`src/hdl/cpuPkg.sv`:
```
package cpuPkg;

    typedef logic [31:0] word_t;

    // Instruction word, top bit down
    typedef struct packed {
        logic        spare;
        logic        kind;      // 1 = X op imm plus Y
        logic        storing;
        logic        derefRhs;
        logic [3:0]  z;
        logic [3:0]  x;
        logic [3:0]  y;
        logic [3:0]  op;
        logic [11:0] imm;
    } insn_t;

    typedef struct packed {
        logic  strobe;
        logic  write;
        word_t addr;
        word_t wdata;
    } dataBus_t;

    typedef enum logic [2:0] {
        sFetch, sDecode, sExec, sMem, sMemWait, sCommit
    } coreState_t;

    localparam word_t      resetVector = 32'h0000_0000;
    localparam word_t      insnIllegal = 32'hffff_ffff;
    localparam logic [3:0] regP        = 4'd15;         // Reads as program counter

    localparam int imemAddrBits = 8;
    localparam int dmemAddrBits = 6;

    // ALU operation codes
    localparam logic [3:0] opOr     = 4'd0;
    localparam logic [3:0] opAnd    = 4'd1;
    localparam logic [3:0] opAdd    = 4'd2;
    localparam logic [3:0] opMul    = 4'd3;
    localparam logic [3:0] opRes4   = 4'd4;   // Reserved
    localparam logic [3:0] opShl    = 4'd5;
    localparam logic [3:0] opCmpLt  = 4'd6;
    localparam logic [3:0] opCmpEq  = 4'd7;
    localparam logic [3:0] opCmpGt  = 4'd8;
    localparam logic [3:0] opAndNot = 4'd9;
    localparam logic [3:0] opXor    = 4'd10;
    localparam logic [3:0] opSub    = 4'd11;
    localparam logic [3:0] opXnor   = 4'd12;
    localparam logic [3:0] opShr    = 4'd13;  // Logical
    localparam logic [3:0] opCmpNe  = 4'd14;
    localparam logic [3:0] opRes15  = 4'd15;  // Reserved

endpackage
```
`src/hdl/cpuCore.sv`:
```
module cpuCore (
    input  logic             clk,
    input  logic             reset_n,
    input  logic             halt,
    output cpuPkg::word_t    imemAddr,
    input  cpuPkg::word_t    imemData,
    output cpuPkg::dataBus_t dataBus,
    input  cpuPkg::word_t    dmemRdata,
    output logic             halted
);
    import cpuPkg::*;

    coreState_t state;
    insn_t      insnReg;
    word_t      pc;
    word_t      nextPc;
    word_t      loadData;
    word_t      result;
    word_t      imm;
    word_t      xVal;
    word_t      yVal;
    word_t      zVal;
    word_t      writeValue;
    logic       illegal;
    logic       jump;
    logic       loading;
    logic       memAccess;
    logic       regWrite;

    assign imemAddr = pc;                     // Held through the whole instruction
    assign nextPc   = pc + 32'd1;             // What P reads as

    // Sequencer, six cycles per instruction
    always_ff @(posedge clk) begin
        if (!reset_n) begin
            state  <= sFetch;
            pc     <= resetVector;
            halted <= 1'b0;
        end else begin
            case (state)
                sFetch: begin
                    if (!halt && !halted) begin
                        state <= sDecode;
                    end
                end
                sDecode:  state <= sExec;
                sExec: begin
                    state <= sMem;
                    if (illegal) begin
                        halted <= 1'b1;       // Sticky until reset
                    end
                end
                sMem:     state <= sMemWait;
                sMemWait: state <= sCommit;
                sCommit: begin
                    state <= sFetch;
                    if (!halted) begin
                        pc <= jump ? writeValue : nextPc;
                    end
                end
                default:  state <= sFetch;
            endcase
        end
    end

    always_ff @(posedge clk) begin
        if (state == sDecode) begin
            insnReg <= imemData;              // Fetched word is valid here
        end
        if (state == sMemWait) begin
            loadData <= dmemRdata;
        end
    end

    insnDecode u_insnDecode (
        .insn    (insnReg),
        .imm     (imm),
        .illegal (illegal),
        .jump    (jump)
    );

    execUnit u_execUnit (
        .clk    (clk),
        .en     (state == sExec),
        .swap   (insnReg.kind),
        .op     (insnReg.op),
        .xVal   (xVal),
        .yVal   (yVal),
        .imm    (imm),
        .result (result)
    );

    // Memory steering for the four load and store forms
    assign loading    = insnReg.derefRhs && !insnReg.storing;
    assign memAccess  = (state == sMem) && (loading || insnReg.storing) && !halted;
    assign writeValue = loading ? loadData : result;
    assign regWrite   = (state == sCommit) && !insnReg.storing && !halted;

    always_comb begin
        dataBus.strobe = memAccess;
        dataBus.write  = memAccess && insnReg.storing;
        dataBus.addr   = insnReg.derefRhs ? result : zVal;   // [result] or [z]
        dataBus.wdata  = insnReg.derefRhs ? zVal : result;
    end

    regFile u_regFile (
        .clk       (clk),
        .writeEn   (regWrite),
        .xIdx      (insnReg.x),
        .yIdx      (insnReg.y),
        .zIdx      (insnReg.z),
        .writeData (writeValue),
        .nextPc    (nextPc),
        .xVal      (xVal),
        .yVal      (yVal),
        .zVal      (zVal)
    );

endmodule

```
`src/hdl/execUnit.sv`:
```
module execUnit (
    input  logic          clk,
    input  logic          en,
    input  logic          swap,
    input  logic [3:0]    op,
    input  cpuPkg::word_t xVal,
    input  cpuPkg::word_t yVal,
    input  cpuPkg::word_t imm,
    output cpuPkg::word_t result
);
    import cpuPkg::*;

    word_t operand;
    word_t addend;
    word_t opVal;
    logic  reserved;

    assign operand = swap ? imm : yVal;
    assign addend  = swap ? yVal : imm;

    always_comb begin
        opVal    = '0;
        reserved = 1'b0;
        case (op)
            opOr:     opVal = xVal | operand;
            opAnd:    opVal = xVal & operand;
            opAdd:    opVal = xVal + operand;
            opMul:    opVal = xVal * operand;            // Low 32 bits
            opShl:    opVal = xVal << operand;
            opCmpLt:  opVal = {32{$signed(xVal) < $signed(operand)}};
            opCmpEq:  opVal = {32{xVal == operand}};
            opCmpGt:  opVal = {32{$signed(xVal) > $signed(operand)}};
            opAndNot: opVal = xVal & ~operand;
            opXor:    opVal = xVal ^ operand;
            opSub:    opVal = xVal - operand;
            opXnor:   opVal = xVal ^ ~operand;
            opShr:    opVal = xVal >> operand;
            opCmpNe:  opVal = {32{xVal != operand}};
            opRes4, opRes15: reserved = 1'b1;            // Whole result is zero
        endcase
    end

    always_ff @(posedge clk) begin
        if (en) begin
            result <= reserved ? '0 : opVal + addend;
        end
    end

endmodule

```
`src/hdl/insnDecode.sv`:
```
module insnDecode (
    input  cpuPkg::insn_t insn,
    output cpuPkg::word_t imm,
    output logic          illegal,
    output logic          jump
);
    import cpuPkg::*;

    logic immSign;

    assign immSign = insn.imm[11];

    // 12-bit immediate to a full word
    assign imm = {{20{immSign}}, insn.imm};

    // All-ones word halts the core
    assign illegal = (insn == insnIllegal);

    // Register write to P redirects the fetch, stores to [P] do not
    assign jump = (insn.z == regP) && !insn.storing;

endmodule

```
`src/hdl/regFile.sv`:
```
module regFile (
    input  logic          clk,
    input  logic          writeEn,
    input  logic [3:0]    xIdx,
    input  logic [3:0]    yIdx,
    input  logic [3:0]    zIdx,
    input  cpuPkg::word_t writeData,
    input  cpuPkg::word_t nextPc,
    output cpuPkg::word_t xVal,
    output cpuPkg::word_t yVal,
    output cpuPkg::word_t zVal
);
    import cpuPkg::*;

    word_t regs [1:14];                      // No storage behind 0 and P

    function automatic word_t readReg(input logic [3:0] idx);
        if (idx == 4'd0)
            return '0;
        else if (idx == regP)
            return nextPc;
        else
            return regs[idx];
    endfunction

    assign xVal = readReg(xIdx);
    assign yVal = readReg(yIdx);
    assign zVal = readReg(zIdx);

    always_ff @(posedge clk) begin
        if (writeEn && zIdx != 4'd0 && zIdx != regP) begin
            regs[zIdx] <= writeData;
        end
    end

endmodule

```
`config.mk`:
```
export PLATFORM = sky130hd
export DESIGN_NAME = cpuCore
export DESIGN_NICKNAME = d
export VERILOG_FILES = /design/src/hdl/cpuPkg.sv /design/src/hdl/cpuCore.sv /design/src/hdl/execUnit.sv /design/src/hdl/insnDecode.sv /design/src/hdl/regFile.sv
export SDC_FILE = /design/constraint.sdc
export NUM_CORES = 2
export LEC_CHECK = 0
export BUFFER_PORTS_ARGS = -buffer_cell sky130_fd_sc_hd__clkbuf_2
export CORE_MARGIN = 3
export CORE_UTILIZATION = 25
export CTS_CLUSTER_DIAMETER = 30
export DETAILED_ROUTE_END_ITERATION = 12
export PLACE_DENSITY_LB_ADDON = 0.3
export SLEW_MARGIN = 20
export SYNTH_ARGS = -nofsm -noshare
export SYNTH_HDL_FRONTEND = slang
export SYNTH_SLANG_ARGS = --single-unit
export TNS_END_PERCENT = 20
```
`constraint.sdc`:
```
create_clock -name clk -period 17.3 [get_ports clk]
set_input_delay 3.46 -clock clk [delete_from_list [all_inputs] [get_ports clk]]
set_output_delay 3.46 -clock clk [all_outputs]
set_load 0.01 [all_outputs]
```
Yosys cells after proc, flatten, opt, wreduce, memory -nomap -nowiden
Memory sizes are Yosys's and may differ from the RTL's. A register that Yosys moved wholly into a read port is not among the register bits. Cells that the tools add are included.

Register bits after elaboration: 132. Bits in writable memories: 448. Input port bits: 67. Output and inout port bits: 99. Memories: 1.

Memory list: u_regFile.regs (words 14, width 32, rd ports 3, clocked after Yosys merged registers in 3, write ports 1, RTL line regFile.sv:15) `word_t regs [1:14];`.

$add $sub $neg: 4. Multiply operators: 1. Order comparisons: 2. Eq/ne operators: 28. Shift-type cells: 2. Multiplexer cells: 21. Bitwise logic cells: 7. Reduce and logical (&&, ||, !) cells: 23.

Operators by type and width (count): one-hot mux 32 bit (14 select lines) (1); 2-to-1 mux 32 bit (12); adder 32 bit (2); bitwise AND 32 bit (2); bitwise XOR 32 bit (2); == test 4 bit (second input constant) (11); adder 32 x 1 -> 32 bit (second input constant) (1); == test 32 bit (1); == test 32 bit (second input constant) (1); greater-than comparator 32 bit (1); < comparator 32 bit (1); multiplier 32 x 32 -> 32 bit (1); inequality test 32 bit (1); inverter 32 bit (1); bitwise OR 32 bit (1); left shift 32 x 32 -> 32 bit (1); >> shifter 32 x 32 -> 32 bit (1); subtractor 32 bit (1); == test 4 x 3 -> 1 bit (second input constant) (4); zero test 4 bit (4); one-hot mux 3 bit (5 select lines) (1); 2-to-1 mux 4 bit (3); logical AND 1 bit (10); == test 4 x 2 -> 1 bit (second input constant) (2); other kinds (15) (22).

Longest topological paths before layout
Depth in word-level cells: 8. Gate-level depth with buffers: 55. Gate-level depth less buffers: 48.

Modules after synthesis
Synthesis repeated with hierarchy kept, for this count alone.

Cell total of the unflattened synthesis: 6232. Area total of the unflattened synthesis: 58976.6 um^2.

Modules (own cells, without submodules): execUnit (times used 1, cells each 3513, area each 27218.6 um^2, seq. area each 960.9 um^2); regFile (times used 1, cells each 2154, area each 25642.1 um^2, seq. area each 13452.9 um^2); cpuCore (times used 1, cells each 521, area each 5803.1 um^2, seq. area each 2642.5 um^2); insnDecode (times used 1, cells each 44, area each 312.8 um^2, seq. area each 0.0 um^2).

Least setup slack after synthesis
OpenSTA, ideal clock, no wires.

Kind: reg-to-reg. From: register with a tool-made name. To: register u_execUnit.result[31] (data pin). Setup time: 0.138 ns. Data arrival time: 11.767 ns. Data required time: 17.162 ns. Slack: 5.394 ns. Stages on the path, launching flop included: 54. Buffers on the path: 7. Period minus slack after synthesis: 11.906 ns. Cells stage by stage: dfxtp_1 buf_6 buf_6 buf_4 mux4_2 mux4_2 o211ai_1 o21ai_1 inv_2 buf_1 clkbuf_1 buf_1 buf_1 nor2_1 fa_1 inv_1 fa_1 inv_1 [18 not listed] a21oi_1 xnor2_1 a221oi_1 o21ai_0 a21oi_1 o211ai_1 ha_1 a21oi_1 nor2_1 nor2_1 o211ai_1 a221o_1 a21o_1 a21o_1 a221o_1 a21oi_1 xnor3_1 nor2_1.

RTL lines: end signal: assignment (RTL line execUnit.sv:45) `result <= reserved ? '0 : opVal + addend;`; end: declaration (RTL line execUnit.sv:9) `output cpuPkg::word_t result`.

==> impl_metrics.json <==
{
  "status": "finished, final reports clean",
  "post_cts_resize_count": 0,
  "yosys.area.top_type": "sky130_fd_sc_hd__edfxtp_1",
  "postSynthRegisterBits": 592,
  "layout_worst_path_cycle_share_pct": 80.6,
  "final_period_minus_worst_setup_slack_ns": 13.95,
  "yosys-top-cells-area": "sky130_fd_sc_hd__edfxtp_1 28%, sky130_fd_sc_hd__fa_1 14%, sky130_fd_sc_hd__mux4_2 8.8%",
  "worstSetupEndpointType": "flop",
  "max-slew-margin-rel_pct": 15.0,
  "slew_violations": 0,
  "grt-ovfl-total": 0,
  "share_of_synthesized_area_spent_on_multiplexers_pct": 14.6,
  "timing_worst_slew_pin_value_ns": 1.27,
  "cts_hold_buffers": 0,
  "post_syn_area_um2": 58700,
  "grt_pass1_vias": 50300,
  "syn-num-nets": 6735,
  "setup_viol_count_final": 0,
  "grt_use_total_pct": 22.7,
  "initial_core_util_pct": 25.2,
  "most-common-layout-cells": "671 x sky130_fd_sc_hd__nand2_1, 652 x sky130_fd_sc_hd__nor2_1, 589 x sky130_fd_sc_hd__inv_1",
  "cts_sink_count": 592,
  "final.setup_skew_ns": 0.0404,
  "grt_pass1_wl_um": 392000,
  "clockRootBuffer": "sky130_fd_sc_hd__clkbuf_16",
  "drcViolationCount": 0,
  "flow.area_growth_from_synthesis_pct": 14.4,
  "postCtsSetupRepairBufs": 0,
  "dominant_combinational_cell_family_by_area_after_synthesis": "adder cells",
  "total_die_area_um2": 241000,
  "detailedRoute.firstPassIterationCount": 6,
  "synth_compound_gate_area_share_pct": 14.4,
  "synth_xor_xnor_area_share_pct": 3.00,
  "viasPerCell": 5.43,
  "layout.cells.most_common": "sky130_fd_sc_hd__nand2_1",
  "hpwl_um": 204000,
  "fraction_of_post_synthesis_cell_area_in_the_top_cell_type_by_area_pct": 27.8,
  "yosys.cell_types.count": 103,
  "globalplace.congestion": 1.02,
  "die_y_um": 490,
  "synthSimpleGateAreaFrac_pct": 12.1,
  "io_pins": 166,
  "worstPathRequired_ns": 17.89,
  "synth_edf_count": 544,
  "cts-htree-levels": 3,
  "routed_wire_length_per_instance_um": 30.1,
  "grt_start_max_net_pins": 134,
  "yosys_most_used_dff": "sky130_fd_sc_hd__edfxtp_1",
  "rows": 177,
  "hp-class": "flop to flop",
  "synth.yosys.seq_area_share_pct": 29.5,
  "worstSetupStartpointType": "flop",
  "yosysWarningCount": 0,
  "path_clk_slew_ns": 0.06,
  "hold_viol": 0,
  "chipWidth_um": 490,
  "synth-async-reset-ratio_pct": 0,
  "core_area_um2": 233000,
  "syn-mean-instance-area_um2": 9.77,
  "fill_cells": 24600,
  "drt_wl_total_um": 279000,
  "critical_path.max_fanout": 87,
  "reg2reg_setup_slack_ns": 3.35,
  "cts_inserted_buffers": 104,
  "cpLargestDelayFamily": "compound AO/OA/AOI/OAI gates",
  "hold_path_startpoint": "state[2]",
  "rsz0062_at_grt": "false",
  "clk_latency_ns": 0.72,
  "setup_tns_ns": 0,
  "worst-path-buf-inv": 7,
  "cts_tree": "done",
  "arr_time_crit_path_ns": 14.54,
  "final_nets": 6759,
  "drt_first_iter_violations": 5306,
  "gate_count_of_the_mapped_netlist": 6007,
  "final_layout_size_suffix_gt1_share_pct": 16.2,
  "cts-root-to-sink-buffers": 3,
  "timing.setup.critical_path_class": "flop to flop",
  "clock.fmax_mhz": 71.7,
  "max_stage_delay_on_crit_path_ns": 0.77,
  "antenna_violating_nets_post_route": 0,
  "num_vias": 50300,
  "slowest_cell_on_the_critical_path": "sky130_fd_sc_hd__dfxtp_4",
  "io_buffer_count": 165,
  "synth-adder-area-share_pct": 19.4,
  "number_of_antenna_violations_at_the_first_check_in_global_routing": 15,
  "maxCapViolations": 0
}
==> stage by stage <==
| stage | util [%] | instance area, µm² | hold WS [ns] | std cells | setup WS, ns |
|---|---|---|---|---|---|
| after CTS | 28.7 | 67000 | 0.550 | 9247 | 3.56 |
| after detailed placement | 27.2 | 63300 | 0.542 | 9053 | 3.60 |
| final | 28.8 | 67100 | 0.554 | 9261 | 3.35 |
| after global routing | 28.8 | 67100 | 0.578 | 9251 | 2.75 |
| after floorplan | - | 58700 | 0.474 | 6007 | 5.39 |
| after global placement | 27.2 | 63300 | 0.514 | 9053 | 3.67 |
==> routing by layer <==
layer  global-route usage [%]  share of wire, %  vias up  wire [µm]
met1                     25.1                35    25500      98500
met5                   0.0198             0.017        -         48
met4                     17.5               9.3        8      25900
met2                     37.8                48     2591     133000
met3                     5.18               7.5      811      21000
li1                         -                 -    21400          -
==> registers in the layout (all words and copies together) (netlist names), named ones only <==
register,cells
u_regFile.regs,448
imemAddr,32
halted,1
loadData,32
u_execUnit.result,32
state,3
insnReg,32
==> Yosys cell counts, drive strengths merged (13+ instances only) <==
library cell / n
dfxtp: 48
o21a: 13
a22oi: 14
nor3: 54
o21ai: 279
a221o: 19
o211ai: 73
xor2: 41
nor2: 672
a211oi: 137
a22o: 17
o2111ai: 20
a221oi: 19
a21oi: 329
inv: 599
mux2i: 228
a21o: 52
mux4: 228
o22ai: 39
mux2: 101
o31ai: 57
o21bai: 31
or2: 15
ha: 250
or3: 14
and3: 14
a31oi: 30
nor4: 32
nand4: 35
nand2: 672
nor2b: 27
o32ai: 15
clkbuf: 303
fa: 411
o221ai: 24
a211o: 17
edfxtp: 544
xnor2: 149
nand3: 65
and2: 21
buf: 134
nand2b: 23
==> kinds of logic (layout without fill, tap and decap cells) <==
| logic type | Yosys count | in the layout |
|---|---|---|
| flip-flops | 592 | 592 |
| buffers and inverters | 1047 | 1159 |
| other | 0 | 10 |
| multiplexers | 557 | 557 |
| AO/OA/AOI/OAI | 1284 | 1284 |
| adder cells (fa/ha/maj) | 661 | 661 |
| XOR/XNOR | 193 | 193 |
| AND/OR/NAND/NOR | 1673 | 1673 |
==> worst register-to-register path: cells and delay by family, from the launching register on <==
family                   cells  cell delay, ns
AO/OA/AOI/OAI               16            5.44
adder cells (fa/ha/maj)     10            3.85
buffers and inverters        7            1.69
multiplexers                 1            0.51
flip-flops                   1            0.77
XOR/XNOR                     1            0.43
AND/OR/NAND/NOR              5            1.13
==> layout make-up <==
cell class / count / area [µm²] / share of cell area, %
clock inverter: 83 / 993 / 1.48
inverter: 610 / 2290 / 3.41
antenna: 10 / 25.0 / 0.0373
tap: 3132 / 3920 / 5.84
multi-input combinational: 4368 / 37600 / 56.0
timing repair buffer: 355 / 2300 / 3.42
sequential: 592 / 17300 / 25.8
clock buffer: 111 / 2650 / 3.95
==> worst paths after layout <==
check,depth (start not counted),end
hold reg to reg,1,state[1]
setup reg to reg,40,u_execUnit.result[31]
hold / removal,1,state[1]
setup / recovery,40,u_execUnit.result[31]
Power is not shown: default switching activity piles up to over one toggle a cycle in this logic, so the estimate is an artifact.
